**src/hdl/fft_frame_pkg.sv**
```systemverilog
package fft_frame_pkg;

  // frame geometry for the radix-2 front end.
  localparam int n_samples = 8;
  localparam int sample_width = 32;
  localparam int index_width = 3;  // log2 of n_samples.

  // whole frames the buffer between the two halves can hold.
  localparam int fifo_depth = 2;

  // one input sample as it arrives on the stream.
  typedef logic [sample_width-1:0] sample_t;

  // element i is the sample that arrived i-th within the frame.
  typedef sample_t [n_samples-1:0] frame_t;

  // the deserializer fills slots in collect and offers the frame in hold.
  typedef enum logic {
    collect = 1'b0,
    hold    = 1'b1
  } deser_state_t;

  // the serializer waits for a frame in idle and unloads it in send.
  typedef enum logic {
    idle = 1'b0,
    send = 1'b1
  } ser_state_t;

endpackage

```
**src/hdl/sample_deserializer.sv**
```systemverilog
`timescale 1ns/1ns

module sample_deserializer (
  input  logic                   clk,
  input  logic                   reset,

  input  logic                   in_val,
  output logic                   in_rdy,
  input  fft_frame_pkg::sample_t in_sample,

  output logic                   frame_val,
  input  logic                   frame_rdy,
  output fft_frame_pkg::frame_t  frame_data
);

  typedef logic [fft_frame_pkg::index_width-1:0] index_t;

  fft_frame_pkg::deser_state_t state;
  fft_frame_pkg::deser_state_t state_next;

  index_t count;  // slot the next accepted sample goes into.
  index_t count_next;

  logic [fft_frame_pkg::n_samples-1:0] slot_en;
  logic in_fire;
  logic frame_fire;
  logic last_slot;

  assign in_rdy    = (state == fft_frame_pkg::collect);
  assign frame_val = (state == fft_frame_pkg::hold);

  assign in_fire    = in_val && in_rdy;
  assign frame_fire = frame_val && frame_rdy;
  assign last_slot  = (count == index_t'(fft_frame_pkg::n_samples - 1));

  // one-hot write enable for the sample registers.
  assign slot_en = {{(fft_frame_pkg::n_samples - 1){1'b0}}, 1'b1} << count;

  always_comb begin
    state_next = state;
    count_next = count;
    case (state)
      fft_frame_pkg::collect: begin
        if (in_fire) begin
          count_next = count + index_t'(1);  // wraps to zero after the eighth slot.
          if (last_slot) begin
            state_next = fft_frame_pkg::hold;
          end
        end
      end
      fft_frame_pkg::hold: begin
        if (frame_fire) begin
          state_next = fft_frame_pkg::collect;
          count_next = '0;
        end
      end
      default: begin
        state_next = fft_frame_pkg::collect;
        count_next = '0;
      end
    endcase
  end

  always_ff @(posedge clk) begin
    if (reset) begin
      state <= fft_frame_pkg::collect;
      count <= '0;
    end else begin
      state <= state_next;
      count <= count_next;
    end
  end

  // frame_data stays put in hold since in_rdy is low there.
  always_ff @(posedge clk) begin
    for (int i = 0; i < fft_frame_pkg::n_samples; i++) begin
      if (in_fire && slot_en[i]) begin
        frame_data[i] <= in_sample;
      end
    end
  end

endmodule

```
**src/hdl/frame_fifo.sv**
```systemverilog
`timescale 1ns/1ns

module frame_fifo (
  input  logic                  clk,
  input  logic                  reset,

  input  logic                  wr_val,
  output logic                  wr_rdy,
  input  fft_frame_pkg::frame_t wr_frame,

  output logic                  rd_val,
  input  logic                  rd_rdy,
  output fft_frame_pkg::frame_t rd_frame
);

  typedef logic [$clog2(fft_frame_pkg::fifo_depth)-1:0] ptr_t;
  typedef logic [$clog2(fft_frame_pkg::fifo_depth + 1)-1:0] level_t;

  fft_frame_pkg::frame_t mem [fft_frame_pkg::fifo_depth];

  ptr_t   wr_ptr;
  ptr_t   rd_ptr;
  level_t occupancy;  // frames currently stored, zero up to fifo_depth.

  logic wr_fire;
  logic rd_fire;

  assign wr_rdy = (occupancy < level_t'(fft_frame_pkg::fifo_depth));
  assign rd_val = (occupancy != '0);

  // the head entry is read straight out of the array.
  assign rd_frame = mem[rd_ptr];

  assign wr_fire = wr_val && wr_rdy;
  assign rd_fire = rd_val && rd_rdy;

  function automatic ptr_t ptr_inc(input ptr_t ptr);
    if (ptr == ptr_t'(fft_frame_pkg::fifo_depth - 1)) begin
      return '0;
    end
    return ptr + ptr_t'(1);
  endfunction

  always_ff @(posedge clk) begin
    if (reset) begin
      wr_ptr    <= '0;
      rd_ptr    <= '0;
      occupancy <= '0;
    end else begin
      if (wr_fire) begin
        wr_ptr <= ptr_inc(wr_ptr);
      end
      if (rd_fire) begin
        rd_ptr <= ptr_inc(rd_ptr);
      end
      case ({wr_fire, rd_fire})
        2'b10:   occupancy <= occupancy + level_t'(1);
        2'b01:   occupancy <= occupancy - level_t'(1);
        default: occupancy <= occupancy;  // both or neither leave the level unchanged.
      endcase
    end
  end

  // a written frame is visible at rd_frame only from the next cycle.
  always_ff @(posedge clk) begin
    if (wr_fire) begin
      mem[wr_ptr] <= wr_frame;
    end
  end

endmodule

```
**src/hdl/bitrev_serializer.sv**
```systemverilog
`timescale 1ns/1ns

module bitrev_serializer (
  input  logic                   clk,
  input  logic                   reset,

  input  logic                   frame_val,
  output logic                   frame_rdy,
  input  fft_frame_pkg::frame_t  frame_data,

  output logic                   out_val,
  input  logic                   out_rdy,
  output fft_frame_pkg::sample_t out_sample
);

  typedef logic [fft_frame_pkg::index_width-1:0] index_t;

  fft_frame_pkg::ser_state_t state;
  fft_frame_pkg::ser_state_t state_next;

  fft_frame_pkg::frame_t frame_q;  // local copy of the frame being unloaded.

  index_t pos;  // output position within the frame.
  index_t pos_next;
  index_t rev_pos;

  logic load;
  logic out_fire;
  logic last_pos;

  assign frame_rdy = (state == fft_frame_pkg::idle);
  assign out_val   = (state == fft_frame_pkg::send);

  assign load     = frame_val && frame_rdy;
  assign out_fire = out_val && out_rdy;
  assign last_pos = (pos == index_t'(fft_frame_pkg::n_samples - 1));

  // mirror the position bits so position 1 picks sample 4, and so on.
  always_comb begin
    for (int b = 0; b < fft_frame_pkg::index_width; b++) begin
      rev_pos[b] = pos[fft_frame_pkg::index_width - 1 - b];
    end
  end

  assign out_sample = frame_q[rev_pos];

  always_comb begin
    state_next = state;
    pos_next   = pos;
    case (state)
      fft_frame_pkg::idle: begin
        if (load) begin
          state_next = fft_frame_pkg::send;
          pos_next   = '0;
        end
      end
      fft_frame_pkg::send: begin
        if (out_fire) begin
          pos_next = pos + index_t'(1);
          if (last_pos) begin
            state_next = fft_frame_pkg::idle;
          end
        end
      end
      default: begin
        state_next = fft_frame_pkg::idle;
        pos_next   = '0;
      end
    endcase
  end

  always_ff @(posedge clk) begin
    if (reset) begin
      state <= fft_frame_pkg::idle;
      pos   <= '0;
    end else begin
      state <= state_next;
      pos   <= pos_next;
    end
  end

  always_ff @(posedge clk) begin
    if (load) begin
      frame_q <= frame_data;
    end
  end

endmodule

```
**src/hdl/frame_reorder_top.sv**
```systemverilog
`timescale 1ns/1ns

module frame_reorder_top (
  input  logic                                  clk,
  input  logic                                  reset,

  input  logic                                  in_val,
  output logic                                  in_rdy,
  input  logic [fft_frame_pkg::sample_width-1:0] in_sample,

  output logic                                  out_val,
  input  logic                                  out_rdy,
  output logic [fft_frame_pkg::sample_width-1:0] out_sample
);

  // deserializer to FIFO.
  logic                  frame_val;
  logic                  frame_rdy;
  fft_frame_pkg::frame_t frame_data;

  // FIFO to serializer.
  logic                  buf_val;
  logic                  buf_rdy;
  fft_frame_pkg::frame_t buf_data;

  sample_deserializer deser0 (
    .clk        (clk),
    .reset      (reset),
    .in_val     (in_val),
    .in_rdy     (in_rdy),
    .in_sample  (in_sample),
    .frame_val  (frame_val),
    .frame_rdy  (frame_rdy),
    .frame_data (frame_data)
  );

  frame_fifo fifo0 (
    .clk      (clk),
    .reset    (reset),
    .wr_val   (frame_val),
    .wr_rdy   (frame_rdy),
    .wr_frame (frame_data),
    .rd_val   (buf_val),
    .rd_rdy   (buf_rdy),
    .rd_frame (buf_data)
  );

  bitrev_serializer ser0 (
    .clk        (clk),
    .reset      (reset),
    .frame_val  (buf_val),
    .frame_rdy  (buf_rdy),
    .frame_data (buf_data),
    .out_val    (out_val),
    .out_rdy    (out_rdy),
    .out_sample (out_sample)
  );

endmodule

```
**config.mk**
```make
export PLATFORM = sky130hd
export DESIGN_NAME = frame_reorder_top
export DESIGN_NICKNAME = d
export VERILOG_FILES = /design/src/hdl/fft_frame_pkg.sv /design/src/hdl/sample_deserializer.sv /design/src/hdl/frame_fifo.sv /design/src/hdl/bitrev_serializer.sv /design/src/hdl/frame_reorder_top.sv
export SDC_FILE = /design/constraint.sdc
export NUM_CORES = 1
export LEC_CHECK = 0
export BUFFER_PORTS_ARGS = -buffer_cell sky130_fd_sc_hd__buf_2
export CORE_ASPECT_RATIO = 1.2
export CORE_MARGIN = 2
export CORE_UTILIZATION = 55
export DETAILED_ROUTE_END_ITERATION = 10
export PLACE_DENSITY = 0.71
export REMOVE_ABC_BUFFERS = 1
export SETUP_SLACK_MARGIN = 0.15
export SLEW_MARGIN = 0
export SYNTH_ARGS = -nofsm -noshare
export SYNTH_HDL_FRONTEND = slang
export SYNTH_SLANG_ARGS = --single-unit
export TNS_END_PERCENT = 20
```
**constraint.sdc**
```tcl
create_clock -name clk -period 13.15 [get_ports clk]
set_input_delay 1.315 -clock clk [delete_from_list [all_inputs] [get_ports clk]]
set_output_delay 1.315 -clock clk [all_outputs]
set_load 0.03 [all_outputs]
```
* After elaboration in Yosys (flattened, before gate mapping)
Memories as Yosys holds them, arrays and structs flattened. A register that Yosys moved wholly into a read port is not among the register bits.
Index checks and enable logic that the tools add are counted.
** Cells by class
- Shifts and indexed selects :: 1
- Eq/ne operators :: 8
- $lt $le $gt $ge :: 2
- Mux-type cells :: 29
- Bitwise logic cells :: 2
- Add/sub/neg operators :: 6
- Reduce and logical (&&, ||, !) cells :: 16
** Operator list (number)
- 32-bit binary-select mux with 3-bit select :: 1
- 32-bit two-way mux :: 1
- 1-bit two-way mux :: 18
- 1-bit logical AND :: 12
- 3-bit two-way mux :: 4
- 3-bit case mux with 2 select lines :: 2
- 1-bit by 3-bit << shifter with 8-bit output, first input constant :: 1
- 3-bit by 1-bit adder with 3-bit output, second input constant :: 2
- 3-bit == test, second input constant :: 2
- 2-bit != test, second input constant :: 3
- 3-bit by 4-bit < comparator with 1-bit output, second input constant :: 1
- 1-bit case mux with 2 select lines :: 2
- 2-bit case mux with 2 select lines :: 1
- 2-bit AND reduction :: 2
- 2-bit nonzero test :: 2
- 1-bit adder, second input constant :: 2
- 2-bit by 1-bit adder with 2-bit output, second input constant :: 1
- 2-bit by 1-bit == test with 1-bit output, second input constant :: 1
- 2-bit == test, second input constant :: 1
- 2-bit < comparator, second input constant :: 1
- 2-bit by 1-bit != test with 1-bit output, second input constant :: 1
- 1-bit NOT :: 2
- 2-bit by 1-bit subtractor with 2-bit output, second input constant :: 1
** Word-level totals
- RAM bits :: 512
- Output and inout port bits :: 34
- Flip-flop bits (word level) :: 268
- Input bits :: 36
- Memories :: 1
- Logic and storage cells :: 80
** Memory list
- fifo0.mem :: words 2, bits a word 256, rd ports 1, clocked after Yosys merged registers in 1, wr ports 1, RTL line frame_fifo.sv:19 : fft_frame_pkg::frame_t mem [fft_frame_pkg::fifo_depth];

* Longest topological paths before layout
Gate-level depths: netlist (run 1).
- Word-level depth :: 5
- Depth in mapped cells :: 6
- Gate-level depth less buffers :: 6

* Hierarchy
Synthesis (run 1) repeated with hierarchy kept, for this count alone.
** Second synthesis, totals
- Cell total of the unflattened synthesis :: 1501
- Area total of the unflattened synthesis :: 36531.3 um^2
** Modules (own cells, without submodules)
- frame_fifo :: area each 18753.0 um^2, instances 1, cells an instance 819, sequential area each 15474.8 um^2
- bitrev_serializer :: area each 9791.9 um^2, instances 1, cells an instance 389, sequential area each 7767.4 um^2
- sample_deserializer :: area each 7986.4 um^2, instances 1, cells an instance 293, sequential area each 7767.4 um^2

* Worst setup path before layout (run 1)
Ideal clock, no wire load.
- Path kind :: register -> register
- From :: register fifo0.occupancy[1]
- To :: memory fifo0.mem[0][0] (netlist name), enable pin
- Arrival time :: 11230 ps
- Period minus slack after synthesis :: 12109 ps
- Path buffers :: 1
- Library setup time :: 879 ps
- Slack :: 1041 ps
- Required time :: 12271 ps
- Cell stages (with the launch flop) :: 4
- Cells stage by stage :: dfxtp_1 -> nand2b_1 -> clkbuf_1 -> nor2_1
** Between the ends
- Cells in the longest elaborated chain, start to end :: 4
** Ends and longest elaborated chain
- start: declaration :: RTL line frame_fifo.sv:23 : level_t occupancy;
- start signal: assignment :: RTL line frame_fifo.sv:57 : 2'b10: occupancy <= occupancy + level_t'(1);
- start signal: assignment :: RTL line frame_fifo.sv:58 : 2'b01: occupancy <= occupancy - level_t'(1);
- start signal: assignment :: RTL line frame_fifo.sv:59 : default: occupancy <= occupancy;
- 2-bit < comparator :: RTL line frame_fifo.sv:28 : assign wr_rdy = (occupancy < level_t'(fft_frame_pkg::fifo_depth));
- 1-bit logical AND :: RTL line frame_fifo.sv:34 : assign wr_fire = wr_val && wr_rdy;
- 1-bit two-way mux :: RTL line frame_fifo.sv:66 : if (wr_fire) begin
- 1-bit two-way mux (implied by the code) :: RTL line frame_fifo.sv:67 : mem[wr_ptr] <= wr_frame;
- end: declaration :: RTL line frame_fifo.sv:19
Every way passes these cells.

* Worst setup path after layout (run 1)
- From :: register ser0.pos[2]
- To :: output port out_sample[10] (netlist name)
** Between the ends
- Cells in the longest elaborated chain, start to end :: 2
** Ends and longest elaborated chain
- start: declaration :: RTL line bitrev_serializer.sv:23 : index_t pos;
- start signal: assignment :: RTL line bitrev_serializer.sv:78 : pos <= pos_next;
- 32-bit binary-select mux with 3-bit select :: RTL line bitrev_serializer.sv:45 : assign out_sample = frame_q[rev_pos];
- 32-bit two-way mux (implied by the code) :: RTL line bitrev_serializer.sv:45
- end: declaration :: RTL line frame_reorder_top.sv:13 : output logic [fft_frame_pkg::sample_width-1:0] out_sample
Every way passes these cells. The select of a mux whose other input is x is not followed.

==> results by group, run 1 <==
Clock tree
  – Clk slew on worst S/H paths: approximately 0.060 ns
  – CTS Sinks: 1036
  – Postcts setup bufs: 0
  – Post-CTS Hold Buffers: 0
  – PostCTS Resize Cnt: 0
  – Worst skew pair latency: 0.63 ns
  – CTS tree: yes
  – Root buffer cell: clkbuf_16
  – CTS H-tree depth: 3
  – CTS Buf Count: 90
  – CTS Buffer Depth: 3

STA
  – Final setup violating endpoints: 0
  – Worst Skew: 0.0181 ns
  – Period utilisation layout: a little over a third
  – Setup Total Neg Slack: 0 ns
  – Min Tclk post-route: 4.75 ns
  – Worst-Margin Slew: 1.18 ns
  – Max Clk Rate: 0.211 GHz
  – RSZ-0062 raised after global routing: false
  – Post-route setup slack: 8.40 ns
  – Final hold vios: 0
  – Fin. max-slew vios: 0
  – Relative slew slack: 21.3%

Cells and area
  – Fin util: approximately three fifths
  – Synth-to-layout area growth: 11.7%
  – Final non-filler cell area: 40600 um^2
  – Nets: 1679
  – Share of post-route cells with drive strength above 1: 34.2%
  – Final Instance Count excl. Fillers: 2544

Yosys
  – Synth top area cells: edfxtp_1 (85%), mux2_2 (8.9%), mux4_2 (3.8%)
  – Synth area leader: edfxtp_1
  – Synth unique cells: 26
  – Sequential share of the synthesized area: a little under nine tenths
  – Syn Area/Cell: 24.2 um^2
  – Synth top area share: 84.6%
  – Synthesized area: 36300 um^2
  – Synthesis Warnings: 0
  – Async S/R FF share, synth: 0%
  – Number of synthesized flops with an enable pin: 1024
  – Register bit count reported by yosys: around 1000
  – Ys flop type: edfxtp_1
  – Mapped Cells: 1501

Placed design
  – PortBufs: 69
  – GPL Wtd Cong: 0.699
  – DP HPWL: between 30 and 40 mm
  – Dpl cell area: between 30000 and 40000 um^2
  – Dpl cells: 2382
  – Worst slack at placement: 8.98 ns

Global routing
  – Gr usage total: 17.7%
  – Largest net degree at the start of global routing: ~190
  – Gr ovfl total: 0
  – Antenna violations before repair: 3
  – Number of global-route vias before repair: 15380
  – First-pass GRT wire length: 89.6 mm

Hold path
  – Worst hold path type: register to register

Power
  – Cell Pwr Density: 172 nW/um^2
  – Leak: 12.7 nW
  – VDD IR max: ~0.0001 V

Die
  – Die height: 286 um
  – Core area: 65600 um^2
  – Initial Utilization: 55.4%
  – Die W: approximately 240 um
  – I/O pin count: 70
  – Die area: 68200 um^2
  – Number of core rows: about 100

Job
  – Max cap viols: 0

Drt
  – Via/cell ratio: 5.61
  – WL per Instance: ~23 um
  – Drc violations: 0
  – Drt pass-1 iters: 7
  – Number of DRC markers in iteration 0: 1153
  – DR vias: 14261
  – WL final: 59.4 mm
  – Final ANT Viol Nets: 0

Setup path
  – Arrival time of the worst setup path: 3.43 ns
  – CP Max Fanout: 40
  – Crit. End Element: primary output
  – Startpoint types: register
  – Crit path kind: register to primary output
  – Worst EP required: roughly 12 ns

Outcome
  – Status: completed
==> cell type report <==
cell class / instances / area [um^2]
flip-flops and latches: 1036 / 31000
fillers: 4265 / 25000
multi-input cells: 409 / 5090
clock buffers: 113 / 2410
well taps: 840 / 1050
repair buffers: 91 / 523
clock inverters: 48 / 473
inverters: 6 / 30.0
diodes: 1 / 2.50
==> synth_stat cells (2+ instances only) <==
master and n:
edfxtp_1 1024, mux2_2 288, mux4_2 62, buf_2 28, clkbuf_1 12, dfxtp_1 12, ha_1 9, a21oi_1 8
nand3_1 8, and3_1 6, buf_6 6, inv_1 6, nor2_1 6, nand2_1 5, buf_1 4, nand2b_1 3
and2_1 2, mux4_1 2, xnor2_1 2, xor2_1 2
==> cells in the final DEF (no fill, tap or decap), types with 13 or more instances in the layout <==
master	Yosys	routed
mux2_2	288	288
buf_2	28	69
clkbuf_1	12	19
clkinv_1	0	17
edfxtp_1	1024	1024
buf_4	0	21
clkinv_2	0	13
clkbuf_16	0	93
mux4_2	62	62
==> final timing paths <==
path | startpoint | to | slack (ns) | depth (start not counted)
setup / recovery | ser0.pos[2] | out_sample[10] | 8.40 | 4
hold / removal | deser0.frame_data[78] | fifo0.mem[1][78] | 0.44 | 0
setup reg to reg | deser0.frame_val | fifo0.mem[1][56] | 9.48 | 5
hold reg to reg | deser0.frame_data[78] | fifo0.mem[1][78] | 0.44 | 0
==> registers in the layout, indices dropped and copies added (netlist names) <==
register / count
fifo0.mem: 512
ser0.out_val: 1
deser0.count: 3
fifo0.rd_ptr: 1
deser0.frame_val: 1
fifo0.wr_ptr: 1
ser0.pos: 3
ser0.frame_q: 256
fifo0.occupancy: 2
deser0.frame_data: 256
==> logic make-up after synthesis <==
group	Yosys count	share of synthesized area (%)
AO/OA/AOI/OAI	11	0.165
AND/OR/NAND/NOR	33	0.465
buffers and inverters	56	0.799
adder cells (fa/ha/maj)	9	0.310
multiplexers	352	12.9
flip-flops	1036	85.3
XOR/XNOR	4	0.0964
==> metal layers <==
metal	share of wire [%]	wire length, um	GRT usage, %
met5	0.040	24	0
met4	2.4	1450	6.23
met3	3.9	2330	2.71
met2	53	31600	31.5
met1	40	24000	22.3
==> worst max-delay path, cell delays in order, from the launching register on <==
cell	delay [ns]
dfxtp_4	0.76
buf_4	0.84
mux4_1	0.64
mux2_2	0.31
buf_2	0.19
==> power breakdown <==
| group | internal, mW | switching [mW] |
|---|---|---|
| clock network | 1.48 | 1.09 |
| registers | 3.88 | 0.0867 |
| logic | 0.177 | 0.252 |
| total | 5.53 | 1.43 |
==> through the flow <==
stage	power, mW	hold slack (ns)
2_1_floorplan	4.33	0.421
3_3_place_gp	4.46	0.421
3_5_place_dp	4.47	0.430
4_1_cts	7.03	0.436
5_1_grt	7.19	0.441
6_report	6.97	0.437
Power figures use the tool's default switching activity.
==> run 2: changes to the inputs <==
--- a/config.mk
+++ b/config.mk
@@ -5,6 +5,7 @@
 export SDC_FILE = /design/constraint.sdc
 export NUM_CORES = 1
 export LEC_CHECK = 0
+export ABC_AREA = 1
 export BUFFER_PORTS_ARGS = -buffer_cell sky130_fd_sc_hd__buf_2
 export CORE_ASPECT_RATIO = 1.2
 export CORE_MARGIN = 2
==> constraint.sdc (replaced) <==
create_clock -name clk -period 4.6 [get_ports clk]
set_input_delay 0.46 -clock clk [delete_from_list [all_inputs] [get_ports clk]]
set_output_delay 0.46 -clock clk [all_outputs]
set_load 0.03 [all_outputs]
==> results by group, run 2 <==
STA
  – Setup Total Neg Slack: 0 ns (unchanged)
  – Max Clk Rate: 0.308 GHz
  – Post-route setup slack: 1.36 ns (-7.05 ns)
  – Worst Skew: 0.0255 ns (+0.00737 ns)
  – Hold Slack: 0.102 ns (-0.335 ns)
  – Final setup violating endpoints: 0 (unchanged)
  – RSZ-0062 raised after global routing: false
  – Relative slew slack: 18.1% (-3.2 points)
  – Period utilisation layout: 70.5%
  – Worst-Margin Slew: 1.23 ns (+0.0466 ns)
  – Final hold vios: 0 (unchanged)
  – Fin. max-slew vios: 0 (unchanged)
  – Min Tclk post-route: ~3.2 ns

Clock tree
  – Worst skew pair latency: 0.65 ns (+0.02 ns)
  – CTS tree: yes
  – CTS Buf Count: 92 (+2.2%)
  – CTS H-tree depth: 3 (unchanged)
  – Clk slew on worst S/H paths: 0.06 ns (about the same)
  – CTS Buffer Depth: 3 (unchanged)
  – CTS Sinks: 1036 (unchanged)
  – Root buffer cell: clkbuf_16
  – Postcts setup bufs: 0 (unchanged)
  – Post-CTS Hold Buffers: 0 (unchanged)
  – PostCTS Resize Cnt: 0 (unchanged)

Drt
  – WL final: 70.6 mm (+19%)
  – Drc violations: 0 (unchanged)
  – Drt pass-1 iters: 5 (-2)
  – DR vias: 19907 (+40%)
  – WL per Instance: 18.3 um (-22%)
  – Via/cell ratio: 5.16 (-7.9%)
  – Final ANT Viol Nets: 0 (unchanged)
  – Number of DRC markers in iteration 0: 1708 (+48%)

Yosys
  – Synth unique cells: 17 (-35%)
  – Synth top area share: 80.9% (-3.7 points)
  – Async S/R FF share, synth: 0% (unchanged)
  – Register bit count reported by yosys: 1036 (unchanged)
  – Most frequent cell after synthesis: nand2_1
  – Sequential share of the synthesized area: 81.6% (-3.7 points)
  – Syn Area/Cell: 13.6 um^2 (-44%)
  – Synth top area cells: edfxtp_1 (81%), nand2_1 (12%), inv_1 (2.7%)
  – Mapped Cells: 2791 (+86%)
  – Synth cell count leaders: nand2_1 (1198), edfxtp_1 (1024), inv_1 (275)
  – Synth area leader: edfxtp_1
  – Synthesized area: 38000 um^2 (+4.5%)
  – Synthesis Warnings: 0 (unchanged)
  – Number of synthesized flops with an enable pin: 1024 (unchanged)
  – Ys flop type: edfxtp_1

Setup path
  – FF-to-FF Start: fifo0.rd_ptr
  – CP max stage delay: 0.70 ns (-0.14 ns)
  – CP Max Fanout: 62 (+55%)
  – Internal reg-to-reg setup slack: 1.98 ns (-7.50 ns)
  – Crit. End Element: primary output
  – Arrival time of the worst setup path: 2.78 ns (-0.65 ns)
  – Worst EP required: 4.14 ns (-7.70 ns)
  – Worst path cell trace: buf_4, nand2_1, nand3_1, nand2_1, nand2_1, nand2_1, buf_2
  – FF-to-FF path depth: 4 (-1)
  – Reg-to-Reg End: ser0.frame_q[88]
  – Startpoint types: register
  – Crit path kind: register to primary output
  – CP most frequent cell: nand2_1
  – Crit-path slowest cell: buf_4

Global routing
  – Gr usage total: 20.1% (+2.4 points)
  – First-pass GRT wire length: 109 mm (+22%)
  – Antenna violations before repair: 5 (+2)
  – Largest net degree at the start of global routing: 190 (+2.2%)
  – Gr ovfl total: 0 (unchanged)
  – Number of global-route vias before repair: 20406 (+33%)

Placed design
  – Worst slack at placement: 1.97 ns (-7.01 ns)
  – Dpl cell area: 39300 um^2 (+4.3%)
  – GPL Wtd Cong: 0.740 (+6.0%)
  – PortBufs: 69 (unchanged)
  – DP HPWL: 34.9 mm (+16%)
  – Dpl cells: 3691 (+55%)

Hold path
  – Worst Hold End: deser0.frame_data[253]
  – WHS Path Cells: 1 (+1)
  – Worst hold path type: input port to register
  – Hold Startpoint: in_sample[29]

Die
  – Die W: 244 um (+2.2%)
  – Core area: 68300 um^2 (+4.1%)
  – Die height: 292 um (+2.2%)
  – Number of core rows: 105 (+1.9%)
  – I/O pin count: 70 (unchanged)
  – Initial Utilization: 55.6% (+0.20 points)
  – Die area: 71200 um^2 (+4.4%)

Cells and area
  – Nets: 2921 (+74%)
  – Final Instance Count excl. Fillers: 3857 (+52%)
  – Synth-to-layout area growth: 11.1%
  – Commonest non-fill, non-tap cells in the layout: nand2_1 (1198), edfxtp_1 (1024), inv_1 (272)
  – Final non-filler cell area: 42200 um^2 (+4.0%)
  – Largest Register: fifo0.mem
  – Share of post-route cells with drive strength above 1: 8.35% (-26 points)
  – Number of flip-flops in the largest register: 512 (unchanged)
  – Fin util: 61.8% (-0.11 points)
  – Commonest non-fill, non-tap cell in the layout: nand2_1
  – Largest regs: fifo0.mem: 512 flops, deser0.frame_data: 256 flops, ser0.frame_q: 256 flops

Job
  – Max cap viols: 0 (unchanged)

Power
  – Leak: 16.3 nW (+28%)
  – Cell Pwr Density: 498 nW/um^2 (+190%)
  – VDD IR max: 0.000285 V (+180%)
  – Final Power: 21.0 mW (+200%)

Outcome
  – Status: completed
run 2: cell types whose count changed after synthesis, sizes merged, moves of 5 or more:
cell and delta:
nand3 +123, nor3 +7, inv +272, clkbuf +5
buf +51, and3 -6, mux4 -64, nand2 +1194
mux2 -288
run 2: final cells by class:
| class | count | area (um^2) |
|---|---|---|
| clock buffers | 116 | 2450 |
| diodes | 1 | 2.50 |
| repair buffers | 97 | 656 |
| fillers | 4958 | 26100 |
| inverters | 278 | 1060 |
| flip-flops and latches | 1036 | 31000 |
| multi-input cells | 1371 | 5480 |
| clock inverters | 49 | 404 |
| well taps | 909 | 1140 |
run 2: cell families (layout without fill, tap and decap cells):
| family | count (synthesis) | count (layout) | synth area share, % |
|---|---|---|---|
| other | 0 | 1 | 0 |
| adder cells (fa/ha/maj) | 9 | 9 | 0.296 |
| AO/OA/AOI/OAI | 17 | 17 | 0.224 |
| flip-flops | 1036 | 1036 | 81.6 |
| AND/OR/NAND/NOR | 1345 | 1345 | 13.8 |
| buffers and inverters | 384 | 540 | 4.14 |
run 2: how the worst max path moves through the flow:
| stage | from | end | cells past startpoint |
|---|---|---|---|
| 2_1_floorplan | fifo0.occupancy[1] | fifo0.mem[1][0] | 3 |
| 3_3_place_gp | fifo0.occupancy[1] | fifo0.occupancy[1] | 6 |
| 3_5_place_dp | fifo0.occupancy[1] | fifo0.occupancy[1] | 7 |
| 4_1_cts | ser0.pos[2] | out_sample[19] | 7 |
| 5_1_grt | ser0.pos[2] | out_sample[19] | 7 |
| 6_report | ser0.pos[2] | out_sample[19] | 7 |
run 2: layer usage:
layer / part of all wire [%] / track usage, % / vias up
met3: 6.3 / 3.16 / 159
met2: 51 / 35.8 / 582
met5: 0.077 / 0 / -
met1: 39 / 24.6 / 9692
li1: - / - / 9466
met4: 3.4 / 8.24 / 8
run 2: critical path: cells and delay by family, from the launching register on:
kind	cells	cell delay, ns
buf+inv	2	0.93
flops	1	0.60
simple gates	5	0.55
run 2: report_power, final:
part	internal [mW]	switching (mW)	leakage, nW	total (mW)
clock network	4.11	3.18	1.41	7.29
registers	11.2	0.210	9.35	11.4
logic	0.561	1.77	5.51	2.33
